[config.mk]
export PLATFORM = sky130hd
export DESIGN_NAME = reg_file
export DESIGN_NICKNAME = d
export VERILOG_FILES = /design/src/hdl/rv_pkg.sv /design/src/hdl/reg_file.sv
export SDC_FILE = /design/constraint.sdc
export NUM_CORES = 2
export LEC_CHECK = 0
export BUFFER_PORTS_ARGS = -buffer_cell sky130_fd_sc_hd__buf_2
export CAP_MARGIN = 20
export CORE_UTILIZATION = 69
export CTS_BUF_LIST = sky130_fd_sc_hd__clkbuf_16
export DETAILED_ROUTE_END_ITERATION = 12
export PLACE_DENSITY_LB_ADDON = 0.08
export SYNTH_ARGS = -nofsm -noshare
export SYNTH_HDL_FRONTEND = slang
export SYNTH_SLANG_ARGS = --single-unit
[constraint.sdc]
create_clock -name clk -period 7.6 [get_ports clk]
set_clock_uncertainty 0.1 [all_clocks]
set_input_delay 1.14 -clock clk [delete_from_list [all_inputs] [get_ports clk]]
set_output_delay 1.14 -clock clk [all_outputs]
set_load 0.005 [all_outputs]
[src/hdl/rv_pkg.sv]
package rv_pkg;

    parameter int xlen = 32;

    // major opcodes
    parameter logic [6:0] opc_op     = 7'b0110011;
    parameter logic [6:0] opc_op_imm = 7'b0010011;
    parameter logic [6:0] opc_system = 7'b1110011;

    typedef enum logic [3:0] {
        alu_add,
        alu_sub,
        alu_sll,
        alu_slt,
        alu_sltu,
        alu_xor,
        alu_srl,
        alu_sra,
        alu_or,
        alu_and,
        alu_nop,
        alu_halt
    } alu_op_e;

    // decoded instruction handed to execute
    typedef struct packed {
        alu_op_e         op;
        logic [4:0]      rd;
        logic            we;
        logic [xlen-1:0] op1;
        logic [xlen-1:0] op2;
    } uop_t;

    // apb address map
    parameter logic [11:0] imem_base    = 12'h000;
    parameter logic [11:0] reg_base     = 12'h400;
    parameter logic [11:0] ctrl_addr    = 12'h800;
    parameter logic [11:0] status_addr  = 12'h804;
    parameter logic [11:0] retired_addr = 12'h808;

endpackage

[src/hdl/reg_file.sv]
module reg_file (
    input  logic                    clk,
    input  logic                    rst_n,
    input  logic [4:0]              rs1_addr,
    input  logic [4:0]              rs2_addr,
    output logic [rv_pkg::xlen-1:0] rs1_data,
    output logic [rv_pkg::xlen-1:0] rs2_data,
    input  logic                    we,
    input  logic [4:0]              rd_addr,
    input  logic [rv_pkg::xlen-1:0] rd_data,
    input  logic [4:0]              dbg_addr,
    output logic [rv_pkg::xlen-1:0] dbg_data
);

    logic [rv_pkg::xlen-1:0] regs [32];

    always_ff @(posedge clk or negedge rst_n) begin
        if (!rst_n) begin
            for (int i = 0; i < 32; i++) begin
                regs[i] <= '0;
            end
        end else if (we && rd_addr != 5'd0) begin
            regs[rd_addr] <= rd_data;
        end
    end

    assign rs1_data = (rs1_addr == 5'd0) ? '0 : regs[rs1_addr];
    assign rs2_data = (rs2_addr == 5'd0) ? '0 : regs[rs2_addr];
    assign dbg_data = (dbg_addr == 5'd0) ? '0 : regs[dbg_addr];

endmodule

# == Yosys cells after proc, flatten, opt, wreduce, memory -nomap -nowiden ==
# Index checks and enable logic that the tools add are counted.
# classes
magnitude_cmp,5
n_mux,15
n_bitwise,4
reduce_logical,6
# ops
op,count
bitwise mux 1024 bit,1
binary-select mux 32 bit (select 5 bit),3
two-way mux 32 bit,10
demux 32 bit (select 5 bit),1
>= comparator 6 bit (second input constant),4
inverter 5 -> 6 bit,4
logical NOT 5 bit,3
< comparator 6 x 1 -> 1 bit (second input constant),1
nonzero test 5 bit,1
logical AND 1 bit,2
# word_totals
regBits,1024
output_inout_bits,96
word_cells,62

# == Logic depth before layout (Yosys ltp) ==
# depth
ltp_word,6
mapped_depth,10
mapped_depth_nobuf,4

# == Least setup slack after synthesis ==
# No wires, ideal clock.
# synth_path
path_type,input-to-output
from,in dbg_addr[1]
to,out dbg_data[20] (netlist name)
t_arrival_ns,2.803
required_time_ns,6.360
setup_slack_ns,3.557
path_stages,7
path_cell_list,buf_2 buf_4 buf_2 mux4_2 mux2_2 o22ai_1 nor3_1
# synth_via
elab_chain_len,5
# synth_rtl
item,line,text
from (decl),reg_file.sv:11,"input logic [4:0] dbg_addr,"
inverter 5 -> 6 bit (implied by the code),reg_file.sv:29,assign dbg_data = (dbg_addr == 5'd0) ? '0 : regs[dbg_addr];
binary-select mux 32 bit (select 5 bit),reg_file.sv:29,
two-way mux 32 bit (implied by the code) (2 in a row),reg_file.sv:29,
two-way mux 32 bit *,reg_file.sv:29,
to (decl),reg_file.sv:12,output logic [rv_pkg::xlen-1:0] dbg_data
# Mark *: on every way between the ends. The rest lies on a longest branch, timed or not. The select of a mux whose other input is x is not followed.

# == Worst setup path in the final report ==
# layout_path
from,in rs2_addr[3]
to,out rs2_data[17] (netlist name)
# layout_via
elab_chain_len,5
# layout_rtl
item,line,text
from (decl),reg_file.sv:5,"input logic [4:0] rs2_addr,"
inverter 5 -> 6 bit (implied by the code),reg_file.sv:28,assign rs2_data = (rs2_addr == 5'd0) ? '0 : regs[rs2_addr];
binary-select mux 32 bit (select 5 bit),reg_file.sv:28,
two-way mux 32 bit (implied by the code) (2 in a row),reg_file.sv:28,
two-way mux 32 bit *,reg_file.sv:28,
to (decl),reg_file.sv:7,"output logic [rv_pkg::xlen-1:0] rs2_data,"
# Marks and branches as above.

==> results.md <==
- Synth warn: 0
- P&R area growth vs syn: 8.273%
- DPL Wire Length: 131,000 µm
- Gr usage total: 48.85%
- CTS buffer count: 111
- Resize count post-CTS: 0
- Worst Hold Class: reg2reg
- Worst setup EP type: primary output
- Routed WL: 219,100 µm
- Clk Tree Root Cell: clkbuf_16
- Placed Cells incl. Taps: 5,146
- Top cells by area, synth: dfrtp_1 (41%), mux4_2 (25%), mux2_2 (19%), mux2i_1 (4.5%), clkbuf_1 (1.6%)
- Via/cell ratio: 8.426
- Clock transition at path regs: 0.06 ns
- Pwr/cell area: 259.8 nW/µm²
- Relative slew slack: 14.46%
- Worst-Skew Late Latency: 0.70 ns
- CP max FO: 17
- Hold_sp: regs[1019]
- DRC viols: 0
- IO Pins: 151
- Post-synth top cells: mux2_2 (1,056), dfrtp_1 (1,024), mux4_2 (680)
- WP data arrival: 4.47 ns
- Hold Worst Slack: 0.3242 ns
- Final net count: 4,154
- Gate Count Post-Synth: 4,204
- DIE WIDTH: 302.6 µm
- Max reg flops: 1,024
- CTS tree: built
- First-pass iteration count of the detailed router: 8
- Final Cycle Share: 75.16%
- Initial antenna violation count: 20
- Top-count cell post-synth: mux2_2
- Bufs on Longest Clock Path: 3
- Outcome: complete, no violations
- Mapped cell area: 62,360 µm²
- TritonCTS Sinks: 1,024
- Core area: 88,920 µm²
- Netlist cell types: 41
- H-tree depth: 3
- Worst-Margin Slew: 1.273 ns
- Die height: 302.6 µm
- Die footprint: 91,580 µm²
- First-pass GRT wire length: 319,400 µm
- Biggest register: regs
- Largest net degree at the start of global routing: 178
- Rows: 109
- Vias in the first global route: 45.84k
- Layout cells sized above 1: 53.41%
- # port buffers: 150
- Top-area cell type share of the netlist area: 41.09%
- Reg-to-Reg Start: regs[848]
- Crit Path Category: in2out
- Fin Setup TNS: 0 ns
- Via count: 45.22k
- Layout fillers: 5,303
- Number of cells in the finished layout apart from fillers: 5,367
- Crit path launch type: input port
- Post-synth EDFFs: 0
- Worst vdd ir: 0.2905 mV
- Pwr Total: 17,540 µW
- Most used DFF post-synth: dfrtp_1
- Worst EP required: 6.36 ns
- Initial DRC count: 7,090
- Highest clock rate: 0.1751 GHz
- Avg Cell Area, Syn: 14.83 µm²
- CTS Hold Bufs: 0
- GRT Residual Overflow: 0
- Seq cells post-synth: 1,024
- Final hold violations: 0
- Post-synthesis sequential area ratio: 41.09%
- Reg-to-reg setup timing slack: 6.65 ns
- CP startpoint: rs2_addr[3]
- Slew Limit Fails: 0
- Async SR Flop Fraction: 100.0%
- RSZ-0062 raised after global routing: false
- Post-synth top area cell: dfrtp_1
- ANT nets after route: 0
- Final Critical Period: 5.712 ns
- Max-cap violations: 0
- Drt wl/cell: 40.82 µm
- Mapped Nets: 4,259
- RePlAce Congestion: 0.9521
- Largest regs: regs (1024)
- Post-CTS Setup Bufs: 0
- Final setup vio count: 0
- LEAKAGE: 0.02874 µW
- Initial Utilization: 70.13%
==> placed cells by master (no fill, tap or decap), types with 46 or more instances in the layout <==
master,instances
nor2b_1,46
a22oi_1,79
nor3_1,67
a211oi_1,56
buf_2,139
dfrtp_1,1024
mux4_2,680
a22o_1,47
clkbuf_16,113
o22ai_1,94
mux2i_1,283
buf_4,122
mux2_2,1056
==> metrics by stage <==
stage / worst slack (ns) / cell area [µm²] / util (%)
global placement: 2.030 / 63730 / 71.68
finish: 1.888 / 67520 / 75.93
detailed placement: 2.107 / 63760 / 71.70
CTS: 2.098 / 67440 / 75.84
global route: 1.965 / 67490 / 75.90
floorplan: 3.557 / 62360 / -
==> report_power, final <==
part           switching [µW]  leakage (µW)  internal [µW]  total, µW
logic                    1810        0.0137           2510       4320
clock network            2340       0.00187           3250       5590
registers                1140        0.0131           6490       7630
total                    5290        0.0287          12300      17500
==> final cells by class <==
| cell class | instances | area [µm²] | share of cell area (%) |
|---|---|---|---|
| diodes | 12 | 30.03 | 0.04448 |
| clock buffers | 113 | 2828 | 4.188 |
| clock inverters | 91 | 853.3 | 1.264 |
| inverters | 2 | 7.507 | 0.01112 |
| multi-input cells | 2667 | 34590 | 51.23 |
| flip-flops and latches | 1024 | 25620 | 37.95 |
| well taps | 1165 | 1458 | 2.159 |
| repair buffers | 293 | 2127 | 3.150 |
==> cells by family after synthesis <==
| kind of cell | Yosys count | synth area share (%) |
|---|---|---|
| compound gates | 403 | 4.763 |
| buf+inv | 513 | 3.816 |
| flops | 1024 | 41.09 |
| mux | 2019 | 48.17 |
| simple gates | 245 | 2.155 |
==> final timing paths <==
| kind | cells past startpoint | endpoint |
|---|---|---|
| max in group asynchronous | 2 | regs[500] |
| max | 7 | rs2_data[17] |
| max reg2reg | 1 | regs[848] |
| min in group asynchronous | 1 | regs[767] |
| min | 0 | regs[1019] |
| min reg2reg | 0 | regs[1019] |
==> worst max-delay path, stage by stage <==
cell     delay (ns)
buf_2          0.37
buf_4          0.43
nand3_2        0.55
buf_4          0.58
o22ai_1        0.15
nor3_1         0.95
buf_2          0.27
==> metal layers <==
layer  global-route usage (%)  part of all wire (%)  vias to the layer above
met5                        0                 0.050                        -
met4                    30.86                   7.6                       16
met3                    19.46                    15                     1083
met2                    69.64                    44                     4196
met1                    62.87                    34                    23320
li1                         -                     -                    16610
Power figures use the tool's default switching activity.
