### src/hdl/rv_pkg.sv
package rv_pkg;

    parameter int xlen = 32;

    // major opcodes
    parameter logic [6:0] opc_op     = 7'b0110011;
    parameter logic [6:0] opc_op_imm = 7'b0010011;
    parameter logic [6:0] opc_system = 7'b1110011;

    typedef enum logic [3:0] {
        alu_add,
        alu_sub,
        alu_sll,
        alu_slt,
        alu_sltu,
        alu_xor,
        alu_srl,
        alu_sra,
        alu_or,
        alu_and,
        alu_nop,
        alu_halt
    } alu_op_e;

    // decoded instruction handed to execute
    typedef struct packed {
        alu_op_e         op;
        logic [4:0]      rd;
        logic            we;
        logic [xlen-1:0] op1;
        logic [xlen-1:0] op2;
    } uop_t;

    // apb address map
    parameter logic [11:0] imem_base    = 12'h000;
    parameter logic [11:0] reg_base     = 12'h400;
    parameter logic [11:0] ctrl_addr    = 12'h800;
    parameter logic [11:0] status_addr  = 12'h804;
    parameter logic [11:0] retired_addr = 12'h808;

endpackage

### src/hdl/fetch_if.sv
interface fetch_if;

    logic                    valid;
    logic                    ready;
    logic [rv_pkg::xlen-1:0] pc;
    logic [rv_pkg::xlen-1:0] inst;

    modport src (
        output valid,
        output pc,
        output inst,
        input  ready
    );

    modport dst (
        input  valid,
        input  pc,
        input  inst,
        output ready
    );

endinterface

### src/hdl/inst_decode.sv
module inst_decode (
    fetch_if.dst                    in,
    input  logic                    exec_ready,
    output logic [4:0]              rs1_addr,
    output logic [4:0]              rs2_addr,
    input  logic [rv_pkg::xlen-1:0] rs1_data,
    input  logic [rv_pkg::xlen-1:0] rs2_data,
    output rv_pkg::uop_t            uop,
    output logic                    fire
);

    logic [6:0]              opcode;
    logic [2:0]              funct3;
    logic [6:0]              funct7;
    logic [4:0]              rd;
    logic [rv_pkg::xlen-1:0] imm_i;
    logic                    r_legal;

    assign opcode = in.inst[6:0];
    assign funct3 = in.inst[14:12];
    assign funct7 = in.inst[31:25];
    assign rd     = in.inst[11:7];
    assign imm_i  = {{20{in.inst[31]}}, in.inst[31:20]};

    assign rs1_addr = in.inst[19:15];
    assign rs2_addr = in.inst[24:20];

    assign in.ready = exec_ready;
    assign fire     = in.valid && exec_ready;

    // funct7 0x20 only exists for sub and sra
    assign r_legal = (funct7 == 7'h00)
                  || (funct7 == 7'h20 && (funct3 == 3'b000 || funct3 == 3'b101));

    always_comb begin
        uop.op  = rv_pkg::alu_nop;
        uop.rd  = 5'd0;
        uop.we  = 1'b0;
        uop.op1 = rs1_data;
        uop.op2 = rs2_data;
        case (opcode)
            rv_pkg::opc_op: begin
                if (r_legal) begin
                    uop.rd = rd;
                    uop.we = 1'b1;
                    case (funct3)
                        3'b000:  uop.op = funct7[5] ? rv_pkg::alu_sub : rv_pkg::alu_add;
                        3'b001:  uop.op = rv_pkg::alu_sll;
                        3'b010:  uop.op = rv_pkg::alu_slt;
                        3'b011:  uop.op = rv_pkg::alu_sltu;
                        3'b100:  uop.op = rv_pkg::alu_xor;
                        3'b101:  uop.op = funct7[5] ? rv_pkg::alu_sra : rv_pkg::alu_srl;
                        3'b110:  uop.op = rv_pkg::alu_or;
                        default: uop.op = rv_pkg::alu_and;
                    endcase
                end
            end
            rv_pkg::opc_op_imm: begin
                uop.rd  = rd;
                uop.we  = 1'b1;
                uop.op2 = imm_i;
                case (funct3)
                    3'b000: uop.op = rv_pkg::alu_add;
                    3'b010: uop.op = rv_pkg::alu_slt;
                    3'b011: uop.op = rv_pkg::alu_sltu;
                    3'b100: uop.op = rv_pkg::alu_xor;
                    3'b110: uop.op = rv_pkg::alu_or;
                    3'b111: uop.op = rv_pkg::alu_and;
                    default: begin
                        // shifts take shamt only
                        uop.op2 = {27'd0, in.inst[24:20]};
                        if (funct3 == 3'b001 && funct7 == 7'h00) begin
                            uop.op = rv_pkg::alu_sll;
                        end else if (funct3 == 3'b101 && funct7 == 7'h00) begin
                            uop.op = rv_pkg::alu_srl;
                        end else if (funct3 == 3'b101 && funct7 == 7'h20) begin
                            uop.op = rv_pkg::alu_sra;
                        end else begin
                            uop.we = 1'b0;
                        end
                    end
                endcase
            end
            rv_pkg::opc_system: begin
                // ecall only, ebreak and csr ops fall through as nop
                if (in.inst[31:7] == 25'd0) begin
                    uop.op = rv_pkg::alu_halt;
                end
            end
            default: ;
        endcase
    end

endmodule

### src/flat_wrapper.sv
// flat-port wrapper written by rule: the top's interface ports become plain ports
module inst_decode_flat 
  (exec_ready, rs1_addr, rs2_addr, rs1_data, rs2_data, uop, fire, in_valid, in_pc, in_inst, in_ready);
  fetch_if in_i ();
  input  logic exec_ready;
  output logic [4:0] rs1_addr;
  output logic [4:0] rs2_addr;
  input  logic [rv_pkg::xlen-1:0] rs1_data;
  input  logic [rv_pkg::xlen-1:0] rs2_data;
  output rv_pkg::uop_t uop;
  output logic fire;
  input wire logic [$bits(in_i.valid)-1:0] in_valid;
  input wire logic [$bits(in_i.pc)-1:0] in_pc;
  input wire logic [$bits(in_i.inst)-1:0] in_inst;
  output wire logic [$bits(in_i.ready)-1:0] in_ready;
  assign in_i.valid = in_valid;
  assign in_i.pc = in_pc;
  assign in_i.inst = in_inst;
  assign in_ready = in_i.ready;
  inst_decode u_core (.in(in_i), .exec_ready(exec_ready), .rs1_addr(rs1_addr), .rs2_addr(rs2_addr), .rs1_data(rs1_data), .rs2_data(rs2_data), .uop(uop), .fire(fire));
endmodule
### config.mk
export PLATFORM = sky130hd
export DESIGN_NAME = inst_decode_flat
export DESIGN_NICKNAME = d
export VERILOG_FILES = /design/src/hdl/rv_pkg.sv /design/src/hdl/fetch_if.sv /design/src/hdl/inst_decode.sv /design/src/flat_wrapper.sv
export SDC_FILE = /design/constraint.sdc
export NUM_CORES = 1
export LEC_CHECK = 0
export BUFFER_PORTS_ARGS = -buffer_cell sky130_fd_sc_hd__buf_2
export CORE_AREA = 2 2 85 87
export DETAILED_ROUTE_END_ITERATION = 7
export DIE_AREA = 0 0 87 89
export SLEW_MARGIN = 20
export SYNTH_ARGS = -nofsm -noshare
export SYNTH_HDL_FRONTEND = slang
export SYNTH_SLANG_ARGS = --single-unit
### constraint.sdc
create_clock -name vclk -period 4.2
set_input_delay 0.84 -clock vclk [all_inputs]
set_output_delay 0.84 -clock vclk [all_outputs]
set_load 0.1 [all_outputs]
* Word-level counts from Yosys, hierarchy flattened
Index checks and enable logic that the tools add are counted.
** Cells by class
- Reduce and logical (&&, ||, !) cells :: 11
- Eq/ne operators :: 11
- Multiplexer cells :: 17
** Operators by type and width (count)
- 32-bit two-way mux :: 2
- 4-bit one-hot mux with 7 select lines :: 1
- 25-bit zero test :: 1
- 4-bit one-hot mux with 6 select lines :: 1
- 7-bit by 6-bit equality test with 1-bit output, second input constant :: 2
- 3-bit equality test, second input constant :: 4
- 4-bit two-way mux :: 3
- 4-bit one-hot mux with 3 select lines :: 1
- 6-bit one-hot mux with 2 select lines :: 1
- 10-bit two-way mux :: 1
- 7-bit by 5-bit equality test with 1-bit output, second input constant :: 1
- 7-bit equality test, second input constant :: 1
- 7-bit zero test :: 1
- 1-bit two-way mux :: 7
- 3-bit by 2-bit equality test with 1-bit output, second input constant :: 2
- 6-bit OR reduction :: 1
- 1-bit logical AND :: 5
- 3-bit by 1-bit equality test with 1-bit output, second input constant :: 1
- 3-bit zero test :: 1
- 1-bit logical OR :: 2
** Storage, ports and cells
- Register bits :: 0
- Input bits :: 130
- Word-level logic and storage cells :: 39
- Output and inout port bits :: 86

* Logic depth before layout (Yosys ltp)
- Word-level depth :: 7
- Gate-level depth with buffers :: 8
- Gate-level depth less buffers :: 5

* Least setup slack after synthesis
No wires, ideal clock.
- Path kind :: input -> output
- From :: input port in_inst[29]
- To :: output port uop[73] in the netlist's numbering
- Required time :: 3360 ps
- Stages on the path :: 5
- Setup slack :: -1320 ps
- Buffers on the path :: 0
- Data arrival time :: 4680 ps
- Path through :: or4_4 -> nor3_4 -> a21boi_2 -> nor4_2 -> nand2_1
** RTL lines
- start, declared :: line flat_wrapper.sv:14 : input wire logic [$bits(in_i.inst)-1:0] in_inst;
- end, declared :: line flat_wrapper.sv:10 : output rv_pkg::uop_t uop;

==> results.sh <==
export IMPL_outcome="finished clean"
export IMPL_critical_path_class="in -> out"
export IMPL_cellLeakagePower_nw=0.952
export IMPL_critical_path_arrival_ns=2.83
export IMPL_num_clock_buffers=0
export IMPL_relSlewSlack_pct=66.3
export IMPL_share_of_the_synthesized_area_in_compound_gates_ao_oa_aoi_oai_pct=27.2
export IMPL_route_antenna_remaining_nets=0
export IMPL_worstSetupStartpointType="input port"
export IMPL_syn_nets=272
export IMPL_floorplan_die_width_um=87
export IMPL_vias=1158
export IMPL_crit_path_end_kind="output pin"
export IMPL_synth_warning_count=0
export IMPL_timing_worst_slew_pin_value_ns=0.509
export IMPL_synth_lib_cells_used_distinct=34
export IMPL_post_drt_wl_per_cell_um=11.5
export IMPL_antenna_violations_before_repair=0
export IMPL_synth_area_top_cells="sky130_fd_sc_hd__buf_4 (34%), sky130_fd_sc_hd__a21o_1 (16%), sky130_fd_sc_hd__nand2_1 (6.1%)"
export IMPL_floorplan_initialDensity_pct=14.7
export IMPL_fin_crit_sh_pct=87.3
export IMPL_flops_and_latches=0
export IMPL_initialDrtViolationCount=41
export IMPL_worst_hold_path_type="in -> out"
export IMPL_yosysSeqAreaShare_pct=0
export IMPL_avgSynthCellArea_um2=6.96
export IMPL_first_global_vias=1091
export IMPL_diodes=0
export IMPL_postCtsResizedCells=0
export IMPL_final_max_slew_viol_count=0
export IMPL_cp_max_fo=7
export IMPL_share_of_cell_area_taken_by_muxes_after_synthesis_pct=5.70
export IMPL_netlist_area_um2=988
export IMPL_max_cap_viol_count=0
export IMPL_final_setup_violating_endpoints=0
export IMPL_post_cts_repair_setup_buffers=0
export IMPL_grt_ovfl_total=0
export IMPL_floorplan_core_area_um2=6720
export IMPL_power_per_cell_area_nw_per_um2=185
export IMPL_detailed_route_vias_per_instance=3.94
export IMPL_final_net_count=346
export IMPL_regArea_um2=0
export IMPL_fp_dieH_um=89
export IMPL_combinational_family_with_the_most_area_after_synthesis="buffers and inverters"
export IMPL_grt_start_max_net_pins=22
export IMPL_synth_largest_area_cell="sky130_fd_sc_hd__buf_4"
export IMPL_final_layout_size_suffix_gt1_share_pct=63.1
export IMPL_end_of_flow_core_utilization_pct=25.0
export IMPL_num_io_pins=216
export IMPL_worstPathRequired_ns=3.36
export IMPL_first_pass_iters=4
export IMPL_synthMostInstantiatedCell="sky130_fd_sc_hd__buf_4"
export IMPL_timing_hold_violations_final=0
export IMPL_highest_achievable_clock_rate_mhz=273
export IMPL_routabilityCongestion=0.770
export IMPL_totalWireLength_mm=3.38
export IMPL_vdd_ir_drop_worst_mv=0.0755
export IMPL_pre_cts_ws_ns=0.482
export IMPL_post_synth_xor_area_fraction_pct=1.77
export IMPL_post_route_min_period_ns=3.67
export IMPL_yosys_top_cells_count="sky130_fd_sc_hd__buf_4 (45), sky130_fd_sc_hd__a21o_1 (21), sky130_fd_sc_hd__nand2_1 (16)"
export IMPL_fp_dieArea_um2=7740
export IMPL_synth_top_cell_area_share_pct=34.2
export IMPL_detailed_place_hpwl_mm=3.00
export IMPL_fp_row_count=30
export IMPL_syn2layout_area_growth_pct=70.1
export IMPL_hold_buffers=0
export IMPL_post_synth_and_or_nand_nor_area_fraction_pct=26.5
export IMPL_grt_first_pass_wirelength_mm=4.93
export IMPL_synthCells=142
export IMPL_grt_util_all_layers_pct=7.78
export IMPL_io_buffers=120
export IMPL_unrepaired_setup_endpoints_after_global_routing="no"
export IMPL_post_route_worst_setup_slack_ns=0.532
export IMPL_remaining_drc_errors=0
export IMPL_synthAdderAreaFrac_pct=0
[critical path, cell delays in order]
cell                       delay, ns
sky130_fd_sc_hd__buf_2          0.11
sky130_fd_sc_hd__or4_4          0.55
sky130_fd_sc_hd__nor3_4         0.26
sky130_fd_sc_hd__a21boi_2       0.15
sky130_fd_sc_hd__nor3_4         0.24
sky130_fd_sc_hd__a21boi_1       0.22
sky130_fd_sc_hd__buf_2          0.45
[cell usage in the layout, fill, tap and decap left out, types with 2 or more instances in the layout]
cell                       Yosys  routed
sky130_fd_sc_hd__o21ai_1       4       4
sky130_fd_sc_hd__nor3_4        2       2
sky130_fd_sc_hd__buf_2         1      98
sky130_fd_sc_hd__mux2_2        4       4
sky130_fd_sc_hd__nor4_1        2       2
sky130_fd_sc_hd__nor2_1        2       2
sky130_fd_sc_hd__buf_4        45       3
sky130_fd_sc_hd__buf_12        0      22
sky130_fd_sc_hd__and2_1        7       7
sky130_fd_sc_hd__nand2_1      16      16
sky130_fd_sc_hd__nor3_1        2       2
sky130_fd_sc_hd__or3_1         3       3
sky130_fd_sc_hd__a21o_1       21      21
sky130_fd_sc_hd__a211oi_1      2       2
sky130_fd_sc_hd__o21ai_0       5       5
sky130_fd_sc_hd__inv_1         4       4
[layout make-up]
cell class / count / area, um2
fill: 730 / 5040
inverter: 4 / 15.0
timing repair buffer: 123 / 953
multi-input combinational: 87 / 613
tap: 80 / 100
[path summary, 6_finish.rpt]
check                 endpoint  slack [ns]  cells after the start   startpoint
worst max-delay path   uop[72]        0.53                      7  in_inst[29]
worst min-delay path   uop[35]        1.68                      0  rs1_data[3]
[metal layers]
layer,vias up,track usage [%],share of wire [%]
met4,0,0.852,1.0
met3,4,1.02,9.1
met1,490,9.82,39
met2,74,14.5,51
met5,-,0,0
li1,590,-,-
[where the power goes]
part	total (mW)	internal [mW]	switching, mW
sequential	0	0	0
combinational	0.311	0.0894	0.221
clock	0	0	0
[through the flow]
| stage | instance area [um2] | hold slack (ns) | setup TNS [ns] | power, mW | cells |
|---|---|---|---|---|---|
| 2_1_floorplan | 997 | 1.80 | -1.46 | 0.358 | 142 |
| 3_3_place_gp | 1680 | 1.68 | 0 | 0.310 | 294 |
| 3_5_place_dp | 1680 | 1.68 | 0 | 0.312 | 294 |
| 4_1_cts | 1680 | 1.68 | 0 | 0.313 | 294 |
| 5_1_grt | 1680 | 1.68 | 0 | 0.322 | 294 |
| 6_report | 1680 | 1.68 | 0 | 0.311 | 294 |
[kinds of logic (layout without fill, tap and decap cells)]
| group | after synthesis | after routing |
|---|---|---|
| AO/OA/AOI/OAI | 38 | 38 |
| XOR/XNOR | 2 | 2 |
| buffers and inverters | 55 | 127 |
| AND/OR/NAND/NOR | 42 | 42 |
| multiplexers | 5 | 5 |
Power figures use the tool's default switching activity.
