### src/hdl/rv_pkg.sv
package rv_pkg;

    parameter int xlen = 32;

    // major opcodes
    parameter logic [6:0] opc_op     = 7'b0110011;
    parameter logic [6:0] opc_op_imm = 7'b0010011;
    parameter logic [6:0] opc_system = 7'b1110011;

    typedef enum logic [3:0] {
        alu_add,
        alu_sub,
        alu_sll,
        alu_slt,
        alu_sltu,
        alu_xor,
        alu_srl,
        alu_sra,
        alu_or,
        alu_and,
        alu_nop,
        alu_halt
    } alu_op_e;

    // decoded instruction handed to execute
    typedef struct packed {
        alu_op_e         op;
        logic [4:0]      rd;
        logic            we;
        logic [xlen-1:0] op1;
        logic [xlen-1:0] op2;
    } uop_t;

    // apb address map
    parameter logic [11:0] imem_base    = 12'h000;
    parameter logic [11:0] reg_base     = 12'h400;
    parameter logic [11:0] ctrl_addr    = 12'h800;
    parameter logic [11:0] status_addr  = 12'h804;
    parameter logic [11:0] retired_addr = 12'h808;

endpackage

### src/hdl/apb_ctrl.sv
module apb_ctrl #(
    parameter int imem_depth = 256
) (
    input  logic                          clk,
    input  logic                          rst_n,
    input  logic                          psel,
    input  logic                          penable,
    input  logic                          pwrite,
    input  logic [11:0]                   paddr,
    input  logic [rv_pkg::xlen-1:0]       pwdata,
    output logic [rv_pkg::xlen-1:0]       prdata,
    output logic                          pready,
    output logic                          pslverr,
    output logic                          imem_we,
    output logic [$clog2(imem_depth)-1:0] imem_idx,
    output logic [rv_pkg::xlen-1:0]       imem_wdata,
    input  logic [rv_pkg::xlen-1:0]       imem_rdata,
    output logic [4:0]                    reg_idx,
    input  logic [rv_pkg::xlen-1:0]       reg_data,
    output logic                          start,
    input  logic                          halted,
    input  logic [rv_pkg::xlen-1:0]       retired
);

    localparam int idx_w      = $clog2(imem_depth);
    localparam int imem_bytes = imem_depth * 4;

    logic [11:0] imem_off;
    logic [11:0] reg_off;
    logic        in_imem;
    logic        in_reg;
    logic        is_ctrl;
    logic        is_status;
    logic        is_retired;
    logic        mapped;
    logic        access;

    assign imem_off   = paddr - rv_pkg::imem_base;
    assign reg_off    = paddr - rv_pkg::reg_base;
    assign in_imem    = 32'(imem_off) < imem_bytes;
    assign in_reg     = reg_off < 12'd128;
    assign is_ctrl    = (paddr == rv_pkg::ctrl_addr);
    assign is_status  = (paddr == rv_pkg::status_addr);
    assign is_retired = (paddr == rv_pkg::retired_addr);
    // word aligned accesses only
    assign mapped = (paddr[1:0] == 2'b00)
                 && (in_imem || in_reg || is_ctrl || is_status || is_retired);

    assign access = psel && penable;

    assign pready  = 1'b1;
    assign pslverr = access && !mapped;

    assign imem_we    = access && pwrite && mapped && in_imem;
    assign imem_idx   = imem_off[idx_w+1:2];
    assign imem_wdata = pwdata;
    assign reg_idx    = reg_off[6:2];

    always_comb begin
        prdata = '0;
        if (mapped) begin
            if (in_imem) begin
                prdata = imem_rdata;
            end else if (in_reg) begin
                prdata = reg_data;
            end else if (is_status) begin
                prdata = {31'd0, halted};
            end else if (is_retired) begin
                prdata = retired;
            end
        end
    end

    // pulse lands the cycle after the ctrl write
    always_ff @(posedge clk or negedge rst_n) begin
        if (!rst_n) begin
            start <= 1'b0;
        end else begin
            start <= access && pwrite && is_ctrl && pwdata[0];
        end
    end

endmodule

### config.mk
export PLATFORM = sky130hd
export DESIGN_NAME = apb_ctrl
export DESIGN_NICKNAME = d
export VERILOG_FILES = /design/src/hdl/rv_pkg.sv /design/src/hdl/apb_ctrl.sv
export SDC_FILE = /design/constraint.sdc
export NUM_CORES = 1
export LEC_CHECK = 0
export BUFFER_PORTS_ARGS = -buffer_cell sky130_fd_sc_hd__buf_2
export CAP_MARGIN = 20
export CORE_AREA = 2 2 88 90
export DETAILED_ROUTE_END_ITERATION = 10
export DIE_AREA = 0 0 90 92
export GPL_ROUTABILITY_DRIVEN = 0
export PLACE_DENSITY = 0.6
export SYNTH_ARGS = -nofsm -noshare
export SYNTH_HDL_FRONTEND = slang
export SYNTH_SLANG_ARGS = --single-unit
### constraint.sdc
create_clock -name clk -period 4 [get_ports clk]
set_input_delay 0.4 -clock clk [delete_from_list [all_inputs] [get_ports clk]]
set_output_delay 0.4 -clock clk [all_outputs]
set_load 0.02 [all_outputs]
# Word-level counts from Yosys, hierarchy flattened
# Index checks and enable logic that the tools add are counted.
[totals]
wordCells = 26
in_bits = 146
regBits = 1
output_inout_bits = 81
[op_classes]
eq_ne = 3
n_mux = 5
reduce_logical = 14
addsub = 1
order_cmp = 2
[ops]
columns = ["op", "n"]
rows = [
  ["32-bit 2-to-1 mux", 5],
  ["12-bit == test, second input constant", 3],
  ["12-bit by 11-bit < comparator with 1-bit output, second input constant", 1],
  ["12-bit by 8-bit < comparator with 1-bit output, second input constant", 1],
  ["12-bit by 11-bit subtractor with 12-bit output, second input constant", 1],
  ["1-bit logical AND", 8],
  ["1-bit logical OR", 4],
  ["2-bit logical NOT", 1],
  ["1-bit logical NOT", 1],
]

# Depth between registers and ports, before layout
# Gate-level depths: netlist (run 1).
[logic_depth]
depth_word = 9
mapped_depth = 6
ltp_nobuf = 4

# Worst setup path after synthesis (run 1)
# No wires, ideal clock.
[synth_timing]
kind = "input-to-output"
from = "input port paddr[10]"
to = "output port prdata[0] (netlist name)"
stages = 5
arrival_time_ns = 2.140
path_slack_ns = 1.460
required_time_ns = 3.600
path_buffers = 1
cell_sequence = "buf_6 -> or4_4 -> nor4_4 -> nand2_1 -> a211oi_1"
[synth_via]
elab_chain_cells = 8
word_cells_on_any_way = 16
classes_between = "1 x add/sub; 2 x order compare; 3 x eq/ne; 5 x mux; 5 x reduce/logical"
[synth_lines]
columns = ["item", "line", "rtl"]
rows = [
  ["start, declared", "apb_ctrl.sv:9", "input logic [11:0] paddr,"],
  ["12-bit by 11-bit subtractor with 12-bit output", "apb_ctrl.sv:39", "assign reg_off = paddr - rv_pkg::reg_base;"],
  ["12-bit by 8-bit < comparator with 1-bit output", "apb_ctrl.sv:41", "assign in_reg = reg_off < 12'd128;"],
  ["1-bit logical OR (4 in series)", "apb_ctrl.sv:47", "&& (in_imem || in_reg || is_ctrl || is_status || is_retired);"],
  ["1-bit logical AND", "apb_ctrl.sv:47", ""],
  ["32-bit 2-to-1 mux (*)", "apb_ctrl.sv:61", "if (mapped) begin"],
  ["end, declared", "apb_ctrl.sv:11", "output logic [rv_pkg::xlen-1:0] prdata,"],
]
# Every way passes the cells marked *; elsewhere a longest branch is shown, timed or not.

# Worst setup path after layout (run 1)
[layout_timing]
from = "input port paddr[9]"
to = "output port prdata[6] (netlist name)"
# Same word-level chain as after synthesis.

==> results, run 1 <==
- The flow ran to the end, and the final reports show no timing, DRC or antenna violations.
- The worst path in the final design needs a cycle of around 2700 ps, including I/O delays and setup.
- Measured against its own limit, the worst slew margin works out to between 50% and 60%.
- The data arrival time at the worst-slack endpoint is around 2400 ps.
- The count of maximum capacitance violations is 0.
- At the worst endpoint, the required time is ~3600 ps.
- Measured along the y axis, the die boundary spans about 90 microns.
- The number of storage elements in the synthesis netlist is 1.
- The share of synthesized area occupied by flip-flops and latches is ~1.6%.
- In this run the standard cell core region covers 0.00745 sq mm.
- The yosys synthesis warning count is 0.
- The first global-routing pass estimated 8.10 mm of wire.
- The measured slew at the worst slew-check pin is ~700 ps.
- The via count of the first global-routing pass is 1798.
- After layout, the worst setup slack is roughly 1300 ps.
- The floorplan row count is 32.
- The net count of the mapped netlist is 367.
- The total overflow left after global routing is 0.
- The post-CTS clock slew at the launch and capture registers of the worst setup and hold paths is 0 ps.
- On the final layout, the worst hold slack is between 150 and 200 ps.
- The largest net degree at the start of global routing is 37.
- The cell area reported after detailed placement is approximately 0.0021 sq mm.
- The post-route netlist has between 60% and 70% of its cells at a drive strength greater than 1.
- Pin placement for this block handled 227 I/O pins.
- The detail route stage leaves a number of antenna-violating nets equal to 0.
- The category of the worst setup path capture point is a primary output.
- The setup TNS is 0 ps.
- The leakage component of the power is between 1 and 1.5 nW.
- The synthesized area divided by synthesized cell count is 7.24 sq um.
- Timing analysis after detailed placement gives a worst setup slack of approximately 1200 ps.
- The startpoint class of the critical path is a primary input.
- The register bank with the most flops is start.
- The area growth from synthesis to layout is 34.2%.
- The cell area power density is 84.4 mW/mm^2.
- The routed layout has ~1.9k vias.
- The detailed-routing iteration count for the pre-antenna-repair pass is 4.
- The wire length after detailed routing is 5.31 mm.
- The final-stage net count is 471.
- Using the TritonRoute via totals, the vias-per-cell ratio works out to ~4.5.
- The finished cells cover about 0.0021 sq mm.
- The maximum net fanout on the critical path is 18.
- The count of unique library cells instantiated by Yosys is 27.
- The number of hold buffers added after cts is 0.
- Gates resized during post-CTS repair numbered 0.
- Once the clock tree was built, the setup fixing pass inserted 0 buffers.
- The count of endpoints failing setup in the final report is 0.
- Setup repair after global routing left no endpoint under its margin.
- The number of flip-flops under the largest register name came to 1.
- In the final layout, the registers with the most flip-flops are start (1).
- The initial antenna violation count came to 0.
- The initial DRC count is a little over 70.
- The tightest min-delay check is of the primary input to async pin type.
- The die covers between 0.008 and 0.009 sq mm.
- Port buffering added ~160 buffers.
- The setup path with the least slack is of type primary input to primary output.
- The final worst-path cycle share is about 69%.
- The total half-perimeter wirelength after legalization and detailed placement is 4.21 mm.
- After synthesis the cells add up to 0.00160 sq mm.
- The worst IR drop on VDD is between 50 and 60 uV.
- In the final routed layout, each cell accounts on average for between 10 and 15 microns.
- The number of hold-slack violations in the final timing report is 0.
- The floorplan die width is 90 microns.
- 0 antenna diodes ended up in the layout.
- In the routed design, unresolved DRC markers number 0.
- The maximum operating frequency is ~360 MHz.
- The count of final max-slew check failures is 0.
- The starting density of the core is between 20% and 30%.
- The combined global-route utilization of all metal layers is around 11%.
- The synthesized netlist cell count is ~220.
==> critical path: stages <==
cell and delay (ps):
buf_2 120, or4b_1 600, nor2_2 200, a31oi_4 300, buf_4 340, nor3_2 200
buf_2 180
==> final cells by class <==
cell class              instances  area, sq um
well taps                     102          128
fillers                       846         5300
repair buffers                169          861
multi-input cells             152         1130
flip-flops and latches          1         25.0
inverters                       1         3.75
==> cells by family after synthesis <==
group | after synthesis | share of synthesized area [%]
and+or+nand+nor | 83 | 34.9
AOI/OAI and AO/OA | 68 | 34.3
buffers and inverters | 68 | 29.0
DFF | 1 | 1.56
other | 1 | 0.234
==> cell usage after synthesis, drive strengths merged <==
master / n / share of area [%]
a211oi: 2 / 0.94
a21boi: 31 / 15
a21oi: 1 / 0.31
a2bb2oi: 31 / 17
a31oi: 3 / 1.2
and3: 2 / 0.78
buf: 55 / 26
clkbuf: 12 / 2.8
conb: 1 / 0.23
dfrtp: 1 / 1.6
inv: 1 / 0.23
nand2: 3 / 0.70
nand2b: 1 / 0.39
nand3: 1 / 0.31
nor2: 36 / 8.6
nor3: 33 / 20
nor4: 1 / 1.3
nor4b: 1 / 0.55
or2: 2 / 0.78
or3: 1 / 0.39
or4: 1 / 0.70
or4b: 1 / 0.63
==> worst max path at each step <==
stage,start,to,depth (start not counted)
finish,paddr[9],prdata[6],7
global route,paddr[9],prdata[8],7
CTS,paddr[9],prdata[6],7
detailed placement,paddr[9],prdata[6],7
global placement,paddr[9],prdata[15],7
floorplan,paddr[10],prdata[0],5
==> per-stage QoR <==
step | power (mW) | instances | util [%]
3_3_place_gp | 0.181 | 425 | 28.8
2_1_floorplan | 0.160 | 221 | -
5_1_grt | 0.196 | 425 | 28.8
6_report | 0.181 | 425 | 28.8
3_5_place_dp | 0.184 | 425 | 28.8
4_1_cts | 0.184 | 425 | 28.8
==> cell usage in the layout, fill, tap and decap left out, types with 2 or more instances in the layout <==
cell / Yosys / final
a211oi_1: 2 / 2
a21boi_0: 31 / 31
a2bb2oi_1: 30 / 30
a31oi_1: 3 / 2
and3_1: 2 / 2
buf_2: 5 / 163
buf_4: 46 / 6
nand2_1: 3 / 3
nor2_1: 35 / 35
nor3_1: 3 / 2
nor3_2: 30 / 31
or2_2: 2 / 2
==> layer usage <==
| layer | track usage, % | up-vias | part of all wire (%) |
|---|---|---|---|
| li1 | - | 950 | - |
| met1 | 13.3 | 862 | 40 |
| met2 | 22.1 | 95 | 53 |
| met3 | 1.40 | 10 | 6.6 |
| met4 | 0.897 | 0 | 0.79 |
| met5 | 0 | - | 0 |
==> power by group <==
group,leakage [nW],internal (mW),switching [mW]
combinational,1.06,0.0855,0.0855
clock,0,0,0
sequential,0.0140,0.0103,0.0000000532
Note: power is estimated with default switching activity, not from simulation.
==> run 2, diff against run 1 <==
--- a/config.mk
+++ b/config.mk
@@ -7,11 +7,11 @@
 export LEC_CHECK = 0
 export BUFFER_PORTS_ARGS = -buffer_cell sky130_fd_sc_hd__buf_2
 export CAP_MARGIN = 20
-export CORE_AREA = 2 2 88 90
+export CORE_AREA = 2 2 87 89
 export DETAILED_ROUTE_END_ITERATION = 10
-export DIE_AREA = 0 0 90 92
+export DIE_AREA = 0 0 89 91
 export GPL_ROUTABILITY_DRIVEN = 0
-export PLACE_DENSITY = 0.6
+export PLACE_DENSITY = 0.61
 export SYNTH_ARGS = -nofsm -noshare
 export SYNTH_HDL_FRONTEND = slang
 export SYNTH_SLANG_ARGS = --single-unit
==> constraint.sdc (replaced) <==
create_clock -name clk -period 2.8 [get_ports clk]
set_input_delay 0.28 -clock clk [delete_from_list [all_inputs] [get_ports clk]]
set_output_delay 0.28 -clock clk [all_outputs]
set_load 0.02 [all_outputs]
==> results, run 2 (same netlist as run 1, synthesis figures left out) <==
- The layout cell share with drive strength beyond 1 is 64.3% (+0.22 points).
- The worst IR drop on VDD is 77.1 uV (+44%).
- The worst path in the final design needs a cycle of between 2000 and 2500 ps, including I/O delays and setup.
- The slack of the critical path was 495 ps (-757 ps).
- The wire length after detailed routing is 5.23 mm (-1.6%).
- The largest registers in the layout are start (1).
- Setup repair after global routing left no endpoint under its margin.
- The leakage component of the power was 1.08 nW (+0.89%).
- The most common cell after layout, fill and taps aside is buf_2.
- The number of hold-slack violations in the final timing report is 0 (unchanged).
- The number of fill cells is 805 (-4.8%).
- The startpoint class of the critical path is a primary input.
- The class of the most critical setup path is primary input to primary output.
- The final-stage net count was 473 (+0.42%).
- The final antenna-violating net count came to 0 (unchanged).
- The path class of the tightest hold or removal check is primary input to async pin.
- The area of the die came to 0.00810 sq mm (-2.2%).
- The floorplan die width came to 89 microns (-1.1%).
- The number of hold buffers added after cts came to 0 (unchanged).
- The count of maximum capacitance violations is 0 (unchanged).
- The detailed-routing iteration count for the pre-antenna-repair pass was 4 (unchanged).
- The post-CTS clock slew at the launch and capture registers of the worst setup and hold paths is 0 ps (unchanged).
- The die boundary height came to 91 microns (-1.1%).
- The flow ran to the end, and the final reports show no timing, DRC or antenna violations.
- The largest net degree at the start of global routing came to 37 (unchanged).
- Static timing analysis puts the maximum clock frequency at approximately 430 MHz.
- The buffers inserted during post-CTS setup optimization was 0 (unchanged).
- The relative max-transition margin is 56.3% (+2.6 points).
- The sum of overflow across all layers after global routing is 0 (unchanged).
- The total half-perimeter wirelength after legalization and detailed placement is 4.34 mm (+3.1%).
- The maximum net fanout on the critical path is 17 (-1).
- The data arrival time at the worst-slack endpoint was 2020 ps (-330 ps).
- The initial antenna violation count came to 0 (unchanged).
- The number of ports placed on the die boundary is 227 (unchanged).
- The initial DRC count is 29 (-59%).
- The antenna diode instance count is 0 (unchanged).
- The starting density of the core is 22.4% (+0.93 points).
- The number of gates given a new drive strength after cts is 0 (unchanged).
- The floorplan row count came to 31 (-3.1%).
- Traced cell by cell, the critical path runs through buf_2 -> or4b_1 -> nor4_4 -> buf_4 -> nand2_1 -> a211oi_1 -> buf_2.
- The delay of the slowest critical-path stage is 600 ps (about the same).
- The required time of the critical path is 2520 ps (-1080 ps).
- The number of remaining DRC errors is 0 (unchanged).
- The global-route wire length before repair was 7.83 mm (-3.3%).
- The number of port buffers is 163 (unchanged).
- Relative to the synthesized area, the layout overhead comes to 34.9%.
- The combined global-route utilization of all metal layers is 11.5% (+0.25 points).
- The number of flip-flops under the largest register name is 1 (unchanged).
- The final worst-path cycle share is around 82%.
- The measured slew at the worst slew-check pin is 656 ps (-39.7 ps).
- The routed wirelength normalized by instance count was 12.3 microns (-1.4%).
- The setup TNS is 0 ps (unchanged).
- The cell with the most instances on the worst path is buf_2.
- The share of the core filled with cells in the final layout was 30.3% (+1.4 points).
- The core box area is 0.00714 sq mm (-4.2%).
- The cell area power density was 121 mW/mm^2 (+44%).
- The count of endpoints failing setup in the final report was 0 (unchanged).
- The register bank with the most flops is start.
- The count of final max-slew check failures was 0 (unchanged).
- The via count of the first global-routing pass is 1752 (-2.6%).
- The post-placement worst setup slack is 505 ps (-718 ps).
- The total vias in the final route is 1912 (-0.26%).
- STA classifies the critical path endpoint as a primary output.
- The library cells used most frequently in the layout, excluding fill and tap cells, are buf_2, nor2_1, nor3_2, a21boi_0, a2bb2oi_1.
- The critical-path cell with the highest stage delay is or4b_1.
- The via count normalized by instance count is 4.51 (about the same).
## run 2: how the worst max path moves through the flow
| stage | startpoint | end | slack (ps) | cells after the start |
|---|---|---|---|---|
| final | paddr[9] | prdata[0] | 500 | 7 |
| after global routing | paddr[9] | prdata[0] | 380 | 7 |
| after CTS | paddr[9] | prdata[0] | 500 | 7 |
| after detailed placement | paddr[9] | prdata[0] | 510 | 7 |
| after global placement | paddr[9] | prdata[0] | 510 | 7 |
| after floorplan | paddr[10] | prdata[0] | 500 | 5 |
## run 2: power by group
group,switching (mW),leakage (nW),internal [mW]
combinational,0.124,1.07,0.124
sequential,0.000000177,0.0140,0.0147
clock,0,0,0
## run 2: routing by layer
layer  up-vias  wire length [microns]  GRT usage, %
met5         -                      0             0
met1       858                   2110          13.2
met2        97                   2720          22.9
met3         6                    355         0.818
met4         0                     38          1.12
li1        951                      -             -
## run 2: area by class of cell
| cell class | instances | area [sq um] | area share (%) |
|---|---|---|---|
| Multi-Input combinational cell | 152 | 1130 | 52.4 |
| Timing Repair Buffer | 171 | 876 | 40.6 |
| Tap cell | 99 | 124 | 5.74 |
| Sequential cell | 1 | 25.0 | 1.16 |
| Inverter | 1 | 3.75 | 0.174 |
## run 2: through the flow
stage	instance area [sq um]	cells	hold WS [ps]	power, mW
3_3_place_gp	2160	424	57.8	0.261
4_1_cts	2160	424	65.1	0.265
5_1_grt	2160	424	65.3	0.286
6_report	2160	424	63.6	0.262
3_5_place_dp	2160	424	64.8	0.264
2_1_floorplan	1600	221	-15.6	0.228
## run 2: worst max-delay path, delay by kind of cell
kind	cells	cell delay (ps)
and+or+nand+nor	3	930
buffers and inverters	3	590
AOI/OAI and AO/OA	1	220
